[config.mk]
export PLATFORM = sky130hd
export DESIGN_NAME = audio_top
export DESIGN_NICKNAME = d
export VERILOG_FILES = /design/src/source/audio_pkg.sv /design/src/source/audio_ctrl.sv /design/src/source/audio_dsp.sv /design/src/source/audio_recorder.sv /design/src/source/audio_top.sv /design/src/source/key_edge_detect.sv
export SDC_FILE = /design/constraint.sdc
export NUM_CORES = 1
export LEC_CHECK = 0
export BUFFER_PORTS_ARGS = -buffer_cell sky130_fd_sc_hd__buf_2
export CORE_ASPECT_RATIO = 1.75
export CORE_MARGIN = 4
export CORE_UTILIZATION = 35
export CTS_CLUSTER_DIAMETER = 50
export DETAILED_ROUTE_END_ITERATION = 16
export PLACE_DENSITY = 0.56
export SETUP_SLACK_MARGIN = 0.02
export SYNTH_ARGS = -nofsm -noshare
export SYNTH_HDL_FRONTEND = slang
export SYNTH_SLANG_ARGS = --single-unit
[constraint.sdc]
create_clock -name i_clk -period 71.8 [get_ports i_clk]
set_clock_uncertainty 0.15 [all_clocks]
set_input_delay 14.36 -clock i_clk [delete_from_list [all_inputs] [get_ports i_clk]]
set_output_delay 14.36 -clock i_clk [all_outputs]
set_load 0.02 [all_outputs]
[src/source/audio_pkg.sv]
`default_nettype none

package audio_pkg;

	// widest address the sram port can carry
	localparam int SRAM_ADDR_W = 20;

	// bit positions in the key press vector
	localparam int KEY_REC  = 0;
	localparam int KEY_PLAY = 1;
	localparam int KEY_STOP = 2;

	typedef logic signed [15:0] sample_t;

	typedef enum logic [1:0] {
		PLAY_NORMAL     = 2'd0,
		PLAY_FAST       = 2'd1,
		PLAY_SLOW_CONST = 2'd2,
		PLAY_SLOW_LIN   = 2'd3
	} play_mode_t;

	// speed 1..8, zero behaves as 1
	typedef struct packed {
		play_mode_t mode;
		logic [3:0] speed;
	} play_cfg_t;

	typedef enum logic [2:0] {
		ST_IDLE       = 3'd0,
		ST_RECORD     = 3'd1,
		ST_REC_PAUSE  = 3'd2,
		ST_PLAY       = 3'd3,
		ST_PLAY_PAUSE = 3'd4
	} ctrl_state_t;

	// unused upper address bits are kept at zero
	typedef struct packed {
		logic                   we_n;
		logic [SRAM_ADDR_W-1:0] addr;
		sample_t                wdata;
	} sram_req_t;

endpackage

`default_nettype wire

[src/source/audio_ctrl.sv]
`timescale 1ns/10ps
`default_nettype none

module audio_ctrl #(
	parameter int ADDR_W       = 20,
	parameter int TICK_SAMPLES = 48000
) (
	input  logic                   i_clk,
	input  logic                   i_rst_n,
	input  logic [2:0]             i_press,
	input  audio_pkg::sram_req_t   i_rec_req,
	input  logic [ADDR_W-1:0]      i_play_addr,
	input  logic                   i_rec_full,
	input  logic                   i_play_end,
	input  logic [ADDR_W:0]        i_rec_len,
	input  logic                   i_rec_stb,
	input  logic                   i_dac_stb,
	output audio_pkg::ctrl_state_t o_state,
	output logic                   o_rec_start,
	output logic                   o_play_start,
	output audio_pkg::sram_req_t   o_sram_req,
	output logic [5:0]             o_rec_time,
	output logic [5:0]             o_play_time
);
	import audio_pkg::*;

	localparam int CNT_W = (TICK_SAMPLES > 1) ? $clog2(TICK_SAMPLES) : 1;
	localparam logic [CNT_W-1:0] CNT_LAST = CNT_W'(TICK_SAMPLES - 1);

	ctrl_state_t      state_r;
	ctrl_state_t      state_w;
	logic             key_rec;
	logic             key_play;
	logic             key_stop;
	logic [CNT_W-1:0] rec_cnt_r;
	logic [CNT_W-1:0] play_cnt_r;

	assign key_rec  = i_press[KEY_REC];
	assign key_play = i_press[KEY_PLAY];
	assign key_stop = i_press[KEY_STOP];

	assign o_state = state_r;

	// start pulses line up with the edge that enters the new state
	assign o_rec_start  = (state_r == ST_IDLE) && key_rec;
	assign o_play_start = (state_r == ST_IDLE) && !key_rec && key_play && (i_rec_len != '0);

	always_comb begin
		state_w = state_r;
		case (state_r)
			ST_IDLE: begin
				if (o_rec_start) begin
					state_w = ST_RECORD;
				end else if (o_play_start) begin
					state_w = ST_PLAY;
				end
			end
			ST_RECORD: begin
				if (i_rec_full || key_stop) begin
					state_w = ST_IDLE;
				end else if (key_rec) begin
					state_w = ST_REC_PAUSE;
				end
			end
			ST_REC_PAUSE: begin
				if (key_stop) begin
					state_w = ST_IDLE;
				end else if (key_rec) begin
					state_w = ST_RECORD;
				end
			end
			ST_PLAY: begin
				if (i_play_end || key_stop) begin
					state_w = ST_IDLE;
				end else if (key_play) begin
					state_w = ST_PLAY_PAUSE;
				end
			end
			ST_PLAY_PAUSE: begin
				if (key_stop) begin
					state_w = ST_IDLE;
				end else if (key_play) begin
					state_w = ST_PLAY;
				end
			end
			default: state_w = ST_IDLE;
		endcase
	end

	always_ff @(posedge i_clk or negedge i_rst_n) begin
		if (!i_rst_n) begin
			state_r <= ST_IDLE;
		end else begin
			state_r <= state_w;
		end
	end

	// recorder owns the port only while recording
	always_comb begin
		if (state_r == ST_RECORD) begin
			o_sram_req = i_rec_req;
		end else begin
			o_sram_req = '{we_n: 1'b1, addr: SRAM_ADDR_W'(i_play_addr), wdata: '0};
		end
	end

	// elapsed time, one tick per TICK_SAMPLES samples
	always_ff @(posedge i_clk or negedge i_rst_n) begin
		if (!i_rst_n) begin
			rec_cnt_r  <= '0;
			o_rec_time <= 6'd0;
		end else if (o_rec_start) begin
			rec_cnt_r  <= '0;
			o_rec_time <= 6'd0;
		end else if (i_rec_stb) begin
			if (rec_cnt_r == CNT_LAST) begin
				rec_cnt_r  <= '0;
				o_rec_time <= o_rec_time + 6'd1;
			end else begin
				rec_cnt_r <= rec_cnt_r + 1'b1;
			end
		end
	end

	always_ff @(posedge i_clk or negedge i_rst_n) begin
		if (!i_rst_n) begin
			play_cnt_r  <= '0;
			o_play_time <= 6'd0;
		end else if (o_play_start) begin
			play_cnt_r  <= '0;
			o_play_time <= 6'd0;
		end else if (i_dac_stb) begin
			if (play_cnt_r == CNT_LAST) begin
				play_cnt_r  <= '0;
				o_play_time <= o_play_time + 6'd1;
			end else begin
				play_cnt_r <= play_cnt_r + 1'b1;
			end
		end
	end

	// a write needs a strobe taken in record one cycle before
	a_write_in_record: assert property (@(posedge i_clk) disable iff (!i_rst_n)
		!o_sram_req.we_n |-> (state_r == ST_RECORD) && ($past(state_r) == ST_RECORD));

endmodule

`default_nettype wire

[src/source/audio_dsp.sv]
`timescale 1ns/10ps
`default_nettype none

module audio_dsp #(
	parameter int ADDR_W = 20
) (
	input  logic                   i_clk,
	input  logic                   i_rst_n,
	input  audio_pkg::ctrl_state_t i_state,
	input  logic                   i_start,
	input  audio_pkg::play_cfg_t   i_cfg,
	input  logic [ADDR_W:0]        i_len,
	input  logic                   i_sample_stb,
	input  audio_pkg::sample_t     i_rdata,
	output logic [ADDR_W-1:0]      o_addr,
	output logic                   o_dac_stb,
	output audio_pkg::sample_t     o_dac_sample,
	output logic                   o_end
);
	import audio_pkg::*;

	logic [ADDR_W:0]    pos_q;
	logic [3:0]         k_q;
	logic               rd0_q;
	logic               rd1_q;
	sample_t            s0_q;
	logic               playing;
	logic [3:0]         spd;
	logic [ADDR_W:0]    pos_inc;
	logic [ADDR_W:0]    addr1;
	logic [4:0]         k_inc;
	logic               k_wrap;
	logic [3:0]         step;
	logic [ADDR_W+1:0]  pos_next;
	logic signed [16:0] diff;
	logic signed [21:0] prod;
	logic signed [21:0] quo;
	sample_t            out_sample;

	assign playing = (i_state == ST_PLAY);
	assign spd     = (i_cfg.speed == 4'd0) ? 4'd1 : i_cfg.speed;

	// second read stays on the last sample at the end of the recording
	assign pos_inc = pos_q + 1'b1;
	assign addr1   = (pos_inc < i_len) ? pos_inc : pos_q;
	assign o_addr  = rd1_q ? addr1[ADDR_W-1:0] : pos_q[ADDR_W-1:0];

	// sub-step within one source sample for slow play
	assign k_inc  = {1'b0, k_q} + 5'd1;
	assign k_wrap = (k_inc >= {1'b0, spd});

	always_comb begin
		case (i_cfg.mode)
			PLAY_NORMAL: step = 4'd1;
			PLAY_FAST:   step = spd;
			default:     step = k_wrap ? 4'd1 : 4'd0;
		endcase
	end

	assign pos_next = {1'b0, pos_q} + (ADDR_W+2)'(step);

	// s1 comes straight off the sram during the second read
	assign diff = {i_rdata[15], i_rdata} - {s0_q[15], s0_q};
	assign prod = diff * $signed({2'b00, k_q});
	// signed divide truncates toward zero
	assign quo  = prod / $signed({2'b00, spd});

	assign out_sample = (i_cfg.mode == PLAY_SLOW_LIN) ? sample_t'(s0_q + quo[15:0]) : s0_q;

	// strobe -> read p -> read p+1 -> dac strobe, dropped if play is left midway
	always_ff @(posedge i_clk or negedge i_rst_n) begin
		if (!i_rst_n) begin
			pos_q     <= '0;
			k_q       <= 4'd0;
			rd0_q     <= 1'b0;
			rd1_q     <= 1'b0;
			o_dac_stb <= 1'b0;
			o_end     <= 1'b0;
		end else begin
			rd0_q     <= i_sample_stb && playing;
			rd1_q     <= rd0_q && playing;
			o_dac_stb <= rd1_q && playing;
			o_end     <= rd1_q && playing && (pos_next >= {1'b0, i_len});
			if (i_start) begin
				pos_q <= '0;
				k_q   <= 4'd0;
			end else if (rd1_q && playing) begin
				pos_q <= pos_next[ADDR_W:0];
				if (i_cfg.mode == PLAY_NORMAL || i_cfg.mode == PLAY_FAST) begin
					k_q <= 4'd0;
				end else begin
					k_q <= k_wrap ? 4'd0 : k_inc[3:0];
				end
			end
		end
	end

	always_ff @(posedge i_clk) begin
		if (rd0_q) begin
			s0_q <= i_rdata;
		end
		if (rd1_q) begin
			o_dac_sample <= out_sample;
		end
	end

	// reads never run past what the recorder has stored
	a_addr_in_range: assert property (@(posedge i_clk) disable iff (!i_rst_n)
		(rd0_q || rd1_q) |-> ({1'b0, o_addr} < i_len));

endmodule

`default_nettype wire

[src/source/audio_recorder.sv]
`timescale 1ns/10ps
`default_nettype none

module audio_recorder #(
	parameter int ADDR_W = 20
) (
	input  logic                   i_clk,
	input  logic                   i_rst_n,
	input  audio_pkg::ctrl_state_t i_state,
	input  logic                   i_start,
	input  logic                   i_sample_stb,
	input  audio_pkg::sample_t     i_sample,
	output audio_pkg::sram_req_t   o_req,
	output logic [ADDR_W:0]        o_len,
	output logic                   o_full
);
	import audio_pkg::*;

	logic [ADDR_W:0] wr_ptr;
	logic            pend_q;
	sample_t         data_q;
	logic            wr_en;
	logic            last_addr;
	logic            full_seen;

	// a captured sample is only written while still recording
	assign wr_en     = pend_q && (i_state == ST_RECORD);
	assign last_addr = (wr_ptr[ADDR_W-1:0] == {ADDR_W{1'b1}});

	assign o_req = '{
		we_n:  !wr_en,
		addr:  SRAM_ADDR_W'(wr_ptr[ADDR_W-1:0]),
		wdata: data_q
	};

	// pointer doubles as the recorded length
	assign o_len = wr_ptr;

	always_ff @(posedge i_clk or negedge i_rst_n) begin
		if (!i_rst_n) begin
			wr_ptr <= '0;
			pend_q <= 1'b0;
			o_full <= 1'b0;
		end else begin
			// top pointer bit set means memory is full
			pend_q <= i_sample_stb && (i_state == ST_RECORD) && !wr_ptr[ADDR_W];
			o_full <= wr_en && last_addr;
			if (i_start) begin
				wr_ptr <= '0;
			end else if (wr_en) begin
				wr_ptr <= wr_ptr + 1'b1;
			end
		end
	end

	always_ff @(posedge i_clk) begin
		if (i_sample_stb) begin
			data_q <= i_sample;
		end
	end

	always_ff @(posedge i_clk or negedge i_rst_n) begin
		if (!i_rst_n) begin
			full_seen <= 1'b0;
		end else if (i_start) begin
			full_seen <= 1'b0;
		end else if (o_full) begin
			full_seen <= 1'b1;
		end
	end

	// once full, stay silent on the bus until a new recording starts
	a_no_write_after_full: assert property (@(posedge i_clk) disable iff (!i_rst_n)
		full_seen |-> o_req.we_n);

endmodule

`default_nettype wire

[src/source/audio_top.sv]
`timescale 1ns/10ps
`default_nettype none

module audio_top #(
	parameter int ADDR_W       = 20,
	parameter int TICK_SAMPLES = 48000
) (
	input  logic                   i_clk,
	input  logic                   i_rst_n,
	input  logic                   i_key_rec,
	input  logic                   i_key_play,
	input  logic                   i_key_stop,
	input  audio_pkg::play_cfg_t   i_play_cfg,
	input  logic                   i_sample_stb,
	input  audio_pkg::sample_t     i_adc_sample,
	input  audio_pkg::sample_t     i_sram_rdata,
	output audio_pkg::sram_req_t   o_sram_req,
	output logic                   o_dac_stb,
	output audio_pkg::sample_t     o_dac_sample,
	output audio_pkg::ctrl_state_t o_state,
	output logic [5:0]             o_rec_time,
	output logic [5:0]             o_play_time
);
	import audio_pkg::*;

	logic [2:0]        keys;
	logic [2:0]        press;
	ctrl_state_t       state;
	logic              rec_start;
	logic              play_start;
	sram_req_t         rec_req;
	logic [ADDR_W:0]   rec_len;
	logic              rec_full;
	logic              rec_stb;
	logic [ADDR_W-1:0] play_addr;
	logic              play_end;

	assign keys[KEY_REC]  = i_key_rec;
	assign keys[KEY_PLAY] = i_key_play;
	assign keys[KEY_STOP] = i_key_stop;

	assign rec_stb = !rec_req.we_n;
	assign o_state = state;

	key_edge_detect key_i (
		.i_clk   (i_clk),
		.i_rst_n (i_rst_n),
		.i_keys  (keys),
		.o_press (press)
	);

	audio_ctrl #(
		.ADDR_W       (ADDR_W),
		.TICK_SAMPLES (TICK_SAMPLES)
	) ctrl_i (
		.i_clk        (i_clk),
		.i_rst_n      (i_rst_n),
		.i_press      (press),
		.i_rec_req    (rec_req),
		.i_play_addr  (play_addr),
		.i_rec_full   (rec_full),
		.i_play_end   (play_end),
		.i_rec_len    (rec_len),
		.i_rec_stb    (rec_stb),
		.i_dac_stb    (o_dac_stb),
		.o_state      (state),
		.o_rec_start  (rec_start),
		.o_play_start (play_start),
		.o_sram_req   (o_sram_req),
		.o_rec_time   (o_rec_time),
		.o_play_time  (o_play_time)
	);

	audio_recorder #(
		.ADDR_W (ADDR_W)
	) rec_i (
		.i_clk        (i_clk),
		.i_rst_n      (i_rst_n),
		.i_state      (state),
		.i_start      (rec_start),
		.i_sample_stb (i_sample_stb),
		.i_sample     (i_adc_sample),
		.o_req        (rec_req),
		.o_len        (rec_len),
		.o_full       (rec_full)
	);

	audio_dsp #(
		.ADDR_W (ADDR_W)
	) dsp_i (
		.i_clk        (i_clk),
		.i_rst_n      (i_rst_n),
		.i_state      (state),
		.i_start      (play_start),
		.i_cfg        (i_play_cfg),
		.i_len        (rec_len),
		.i_sample_stb (i_sample_stb),
		.i_rdata      (i_sram_rdata),
		.o_addr       (play_addr),
		.o_dac_stb    (o_dac_stb),
		.o_dac_sample (o_dac_sample),
		.o_end        (play_end)
	);

endmodule

`default_nettype wire

[src/source/key_edge_detect.sv]
`timescale 1ns/10ps
`default_nettype none

module key_edge_detect (
	input  logic       i_clk,
	input  logic       i_rst_n,
	input  logic [2:0] i_keys,
	output logic [2:0] o_press
);

	logic [2:0] sync1_q;
	logic [2:0] sync2_q;
	logic [2:0] prev_q;

	// two flop synchroniser, then rising edge against the previous value
	always_ff @(posedge i_clk or negedge i_rst_n) begin
		if (!i_rst_n) begin
			sync1_q <= 3'b000;
			sync2_q <= 3'b000;
			prev_q  <= 3'b000;
			o_press <= 3'b000;
		end else begin
			sync1_q <= i_keys;
			sync2_q <= sync1_q;
			prev_q  <= sync2_q;
			o_press <= sync2_q & ~prev_q;
		end
	end

	// a held key must give a single pulse only
	a_press_single: assert property (@(posedge i_clk) disable iff (!i_rst_n)
		(o_press & $past(o_press)) == 3'b000);

endmodule

`default_nettype wire

==> flow_metrics.env, run 1 <==
export IMPL_status="complete, no violations"
export IMPL_detail_route_antenna_nets=0
export IMPL_antenna_found_initial=0
export IMPL_die_area_sq_mm=0.06959
export IMPL_synth_most_common_cell="nand2_1"
export IMPL_worstMarginPinSlew_ns=1.070
export IMPL_area_delta_synth_final_pct=10.76
export IMPL_clock_root_buffer="clkbuf_16"
export IMPL_grt_pass1_vias=22250
export IMPL_hold_viol_final=0
export IMPL_clock_path_buffers=2
export IMPL_path_class="primary input to flip-flop"
export IMPL_htreeDepth=4
export IMPL_crit_arrival_ns=67.71
export IMPL_ys_warnings_count=0
export IMPL_grt_max_degree=69
export IMPL_fin_crit_ns=67.67
export IMPL_finalWirelength_um=75240
export IMPL_cp_slowest_cell="or4b_1"
export IMPL_r2r_cells=253
export IMPL_vias_per_cell=5.774
export IMPL_ys_ff_latch=159
export IMPL_drt_pre_antenna_iters=5
export IMPL_fmax_mhz=14.78
export IMPL_synth_edff_count=48
export IMPL_synth_ff_type="dfrtp_1"
export IMPL_cts_buffers_inserted=17
export IMPL_multi_input_area_sq_mm=0.01790
export IMPL_yosys_area_top_type="dfrtp_1"
export IMPL_grt_usage_pct=20.95
export IMPL_die_y_um=346.0
export IMPL_ys_seq_area_share_pct=18.47
export IMPL_endpoint_kind="flip-flop"
export IMPL_yosys_top_cells_area="dfrtp_1 12%, ha_1 12%, edfxtp_1 6.3%, xnor2_1 4.7%, xor2_1 4.5%"
export IMPL_overflow=0
export IMPL_crit_required_ns=71.84
export IMPL_synth_area_per_cell_sq_um=7.859
export IMPL_ioPinCount=113
export IMPL_min_from="key_i.sync1_q[0]"
export IMPL_period_share_pct=94.24
export IMPL_row_count=123
export IMPL_rrSetupSlack_ns=17.55
export IMPL_timing_final_ws_setup_ns=4.133
export IMPL_r2r_end="dsp_i.o_dac_sample[15]"
export IMPL_clk_pin_slew_ns=0.07
export IMPL_max_slew_margin_rel_pct=28.51
export IMPL_crit_top_cell="ha_1"
export IMPL_drc=0
export IMPL_postCtsHoldBufs=0
export IMPL_start_kind="primary input"
export IMPL_cts_tree="built"
export IMPL_tns_ns=0
export IMPL_post_place_ws_ns=0.08619
export IMPL_maxCapViolCount=0
export IMPL_drive_above_1_share_pct=12.21
export IMPL_initial_core_util_pct=35.43
export IMPL_hold_depth=0
export IMPL_dp_cells=3786
export IMPL_clkLatencyLatePin_ns=0.46
export IMPL_setup_viol=0
export IMPL_num_vias=22100
export IMPL_min_to="key_i.sync2_q[0]"
export IMPL_dp_hpwl_um=62370
export IMPL_syn_area_sq_mm=0.02285
export IMPL_crit_fanout=12
export IMPL_io_buffer_count=112
export IMPL_r2r_start="dsp_i.s0_q[1]"
export IMPL_slowest_delay_ns=0.60
export IMPL_cts_sink_count=159
export IMPL_die_x_um=201.1
export IMPL_coreArea_sq_mm=0.06448
export IMPL_gp_congestion=0.9885
export IMPL_wl_per_cell_um=19.66
export IMPL_nets=3299
export IMPL_synth_async_reset_ratio_pct=69.81
export IMPL_layoutNonFillerInstCount=3827
export IMPL_hold_class="flip-flop to flip-flop"
export IMPL_nFillCells=6700
export IMPL_drt_iter0_drc=1189
export IMPL_ff_latch_area_sq_mm=0.004219
export IMPL_grt_first_pass_wirelength_um=119000
export IMPL_syn_nets=3204
export IMPL_maxSlewViolCount=0
export IMPL_synth_top_area_share_pct=12.16
export IMPL_synth_distinct_cells=134
export IMPL_synthCells=2907
export IMPL_synth_top_cells_by_count="266 x nand2_1, 256 x nor2_1, 215 x ha_1"
export IMPL_diodes=0
[placed cells by master, fill, tap and decap left out, types with 34 or more instances in the layout]
master	netlist	routed
nand2_1	266	263
nor2_1	256	246
ha_1	215	214
o21ai_0	169	166
inv_1	157	157
a21oi_1	166	155
xnor2_1	122	121
xor2_1	118	117
dfrtp_1	111	111
buf_2	15	111
and2_1	108	108
nor3_1	97	95
nand3_1	82	80
a21o_1	62	62
buf_4	5	56
nand2b_1	53	52
edfxtp_1	48	48
nor2b_1	47	47
and3_1	47	47
o21a_1	46	45
fa_1	38	38
o31ai_1	38	37
nand4_1	35	35
or3_1	36	34
[worst max-delay path: cells and delay by family]
family                   cells  cell delay, ns
AO/OA/AOI/OAI              119           21.96
AND/OR/NAND/NOR             83           17.78
adder cells (fa/ha/maj)     29            8.94
multiplexers                 8            2.43
buffers and inverters       11            1.44
XOR/XNOR                     3            0.67
[per-layer routing]
metal  vias up  wire [um]  part of all wire [%]  global-route usage (%)
li1      10770          -                     -                       -
met1     10550      26120                    35                   19.66
met2       548      42480                    56                   43.03
met3       231       1779                   2.4                   1.620
met4         0       4864                   6.5                   12.55
met5         -          0                     0                       0
[sequential cells by signal, summed over array words and instances (netlist names), 3 cells and up]
register / flops
rec_i.o_len: 21
dsp_i.pos_q: 21
rec_i.data_q: 16
dsp_i.k_q: 4
key_i.sync1_q: 3
ctrl_i.o_play_time: 6
dsp_i.o_dac_sample: 16
ctrl_i.play_cnt_r: 16
dsp_i.s0_q: 16
key_i.prev_q: 3
ctrl_i.o_rec_time: 6
key_i.sync2_q: 3
ctrl_i.rec_cnt_r: 16
ctrl_i.o_state: 3
key_i.o_press: 3
[per-stage QoR]
step,instance area [sq um],hold WS (ns),util [%]
after floorplan,22850,0.1812,-
final,25300,0.2045,39.24
after CTS,24990,0.2086,38.76
after global routing,25300,0.2164,39.24
after detailed placement,24420,0.1863,37.87
after global placement,24420,0.1882,37.87
[logic make-up (layout without fill, tap and decap cells)]
kind of cell | after synthesis | after routing | synth area share [%]
xor gates and xnor gates | 241 | 241 | 9.299
AOI/OAI and AO/OA | 795 | 795 | 23.93
adders and majority gates | 254 | 254 | 15.15
and+or+nand+nor | 1153 | 1153 | 26.23
buffers and inverters | 252 | 360 | 4.338
DFF | 159 | 159 | 18.47
muxes | 53 | 53 | 2.580
[how the worst max path moves through the flow]
stage,slack (ns),depth (start not counted),endpoint,from
6_report,4.13,253,dsp_i.o_dac_sample[15],i_sram_rdata[1]
5_1_grt,-0.03,260,dsp_i.o_dac_sample[15],i_sram_rdata[1]
3_3_place_gp,1.37,257,dsp_i.o_dac_sample[15],i_sram_rdata[1]
2_1_floorplan,5.18,268,dsp_i.o_dac_sample[15],i_sram_rdata[1]
3_5_place_dp,0.09,255,dsp_i.o_dac_sample[15],i_sram_rdata[1]
4_1_cts,0.37,256,dsp_i.o_dac_sample[15],i_sram_rdata[1]
[cell type report]
type | instances | area share, %
Sequential cell | 159 | 16.67
Multi-Input combinational cell | 2496 | 70.75
Inverter | 160 | 2.388
Clock buffer | 17 | 1.681
Tap cell | 812 | 4.015
Timing Repair Buffer | 168 | 3.901
Clock inverter | 15 | 0.5884
[what timing repair did]
item,in CTS,in global routing
setup buffers,0,9
resized for setup,0,60
endpoints found under the setup margin,0,16
Power of run 1 is not shown: default switching activity piles up to over one toggle a cycle in this logic, so the estimate is an artifact.
==> inputs of run 2 (changes only) <==
--- a/config.mk
+++ b/config.mk
@@ -6,7 +6,6 @@
 export NUM_CORES = 1
 export LEC_CHECK = 0
 export BUFFER_PORTS_ARGS = -buffer_cell sky130_fd_sc_hd__buf_2
-export CORE_ASPECT_RATIO = 1.75
 export CORE_MARGIN = 4
 export CORE_UTILIZATION = 35
 export CTS_CLUSTER_DIAMETER = 50
==> run 2 against run 1 <==
  * Sequential share of layout area barely moved
  * Highest routed layer is now met5
  * Register-to-register slack barely moved
  * Non-clock buffer count fell by 10
  * Worst setup slack got worse by 0.10 ns
  * Final cell count rose by 0.86%
  * Critical path type unchanged
==> flow_metrics.env, run 2 (synthesis gave the netlist of run 1 again) <==
export IMPL_num_vias=21460
export IMPL_dp_hpwl_um=54010
export IMPL_grt_pass1_vias=20570
export IMPL_crit_required_ns=71.84
export IMPL_hold_class="flip-flop to flip-flop"
export IMPL_area_delta_synth_final_pct=10.84
export IMPL_slowest_delay_ns=0.57
export IMPL_fin_crit_ns=67.77
export IMPL_hold_viol_final=0
export IMPL_status="complete, no violations"
export IMPL_diodes=0
export IMPL_fmax_mhz=14.76
export IMPL_gp_congestion=0.9234
export IMPL_grt_usage_pct=18.69
export IMPL_drt_pre_antenna_iters=7
export IMPL_period_share_pct=94.39
export IMPL_vias_per_cell=5.560
export IMPL_r2r_start="dsp_i.s0_q[1]"
export IMPL_min_from="key_i.sync1_q[1]"
export IMPL_final_cell_area_sq_mm=0.02532
export IMPL_mostFrequentLayoutCell="nand2_1"
export IMPL_io_buffer_count=112
export IMPL_cp_slowest_cell="or4b_1"
export IMPL_die_x_um=263.5
export IMPL_setup_viol=0
export IMPL_crit_start="i_sram_rdata[1]"
export IMPL_crit_fanout=12
export IMPL_nets=3289
export IMPL_drt_iter0_drc=1592
export IMPL_detail_route_antenna_nets=0
export IMPL_die_y_um=263.5
export IMPL_path_class="primary input to flip-flop"
export IMPL_cts_buffers_inserted=17
export IMPL_htreeDepth=4
export IMPL_post_place_ws_ns=0.1142
export IMPL_fin_util_pct=39.21
export IMPL_cts_sink_count=159
export IMPL_clk_pin_slew_ns=0.07
export IMPL_worstMarginPinSlew_ns=1.099
export IMPL_drive_above_1_share_pct=12.11
export IMPL_grt_first_pass_wirelength_um=109100
export IMPL_wl_per_cell_um=17.47
export IMPL_nFillCells=6697
export IMPL_maxCapViolCount=0
export IMPL_postPlaceCellArea_sq_mm=0.02441
export IMPL_crit_top_cell="ha_1"
export IMPL_maxSlewViolCount=0
export IMPL_grt_max_degree=68
export IMPL_most_common_layout_cells="263 x nand2_1, 249 x nor2_1, 213 x ha_1"
export IMPL_endpoint_kind="flip-flop"
export IMPL_row_count=93
export IMPL_overflow=0
export IMPL_clkLatencyLatePin_ns=0.45
export IMPL_max_slew_margin_rel_pct=26.53
export IMPL_timing_final_ws_setup_ns=4.031
export IMPL_crit_family="compound AO/OA/AOI/OAI gates"
export IMPL_antenna_found_initial=1
export IMPL_critical_path_buf_inv_count=16
export IMPL_crit_arrival_ns=67.81
export IMPL_clock_root_buffer="clkbuf_16"
export IMPL_start_kind="primary input"
export IMPL_ioPinCount=113
export IMPL_finalWirelength_um=67420
export IMPL_coreArea_sq_mm=0.06458
export IMPL_clock_path_buffers=2
export IMPL_cts_tree="built"
export IMPL_die_area_sq_mm=0.06942
export IMPL_drc=0
export IMPL_initial_core_util_pct=35.38
## run 2: cell count changes in the layout (fill, tap and decap cells not counted), moves of 3 or more
cell,change
buf_4,-10
a21oi_1,-4
a21oi_2,+3
nor2_1,+3
nor2_2,-3
nor3_2,+3
## run 2: path summary, 6_finish.rpt
check | end | slack (ns) | depth (start not counted)
worst max register to register | dsp_i.o_dac_sample[15] | 17.54 | 258
min in group asynchronous | ctrl_i.rec_cnt_r[12] | 13.76 | 1
worst max-delay path | dsp_i.o_dac_sample[15] | 4.03 | 258
worst min register to register | key_i.sync2_q[1] | 0.19 | 0
max in group asynchronous | dsp_i.pos_q[18] | 56.40 | 2
worst min-delay path | key_i.sync2_q[1] | 0.19 | 0
## run 2: layer usage
layer	part of all wire [%]	wire [um]	vias up	global-route usage, %
met3	4.1	2769	95	2.421
met2	46	31230	513	31.31
met4	2.3	1532	2	4.938
li1	-	-	10740	-
met1	47	31870	10110	25.45
met5	0.019	13	-	0
## run 2: metrics by stage
| step | hold WS, ns | std cells | TNS [ns] |
|---|---|---|---|
| CTS | 0.1984 | 3853 | 0 |
| floorplan | 0.1812 | 2907 | 0 |
| detailed placement | 0.1941 | 3821 | 0 |
| global route | 0.2120 | 3860 | -0.2429 |
| global placement | 0.1841 | 3821 | 0 |
| finish | 0.1948 | 3860 | 0 |
## run 2: layout make-up
| class | instances | area [sq um] | share of cell area [%] |
|---|---|---|---|
| clock inverters | 12 | 97.59 | 0.3854 |
| well taps | 855 | 1070 | 4.225 |
| flip-flops and latches | 159 | 4219 | 16.66 |
| multi-input cells | 2496 | 17960 | 70.95 |
| repair buffers | 158 | 912.1 | 3.602 |
| clock buffers | 20 | 457.9 | 1.808 |
| inverters | 160 | 600.6 | 2.372 |
## run 2: timing repair
item	in CTS	in global routing
gates resized for setup	0	70
buffers inserted	0	7
hold buffers	0	0
setup endpoints to repair	0	16
## run 2: worst register-to-register path, delay by kind of cell (launching register included)
kind	cells	cell delay, ns
simple gates	82	16.98
buf+inv	16	2.12
flops	1	0.48
compound gates	118	21.97
fa+ha+maj	29	8.77
xor+xnor	3	0.60
mux	10	2.97
Power of run 2 is left out for the same reason.
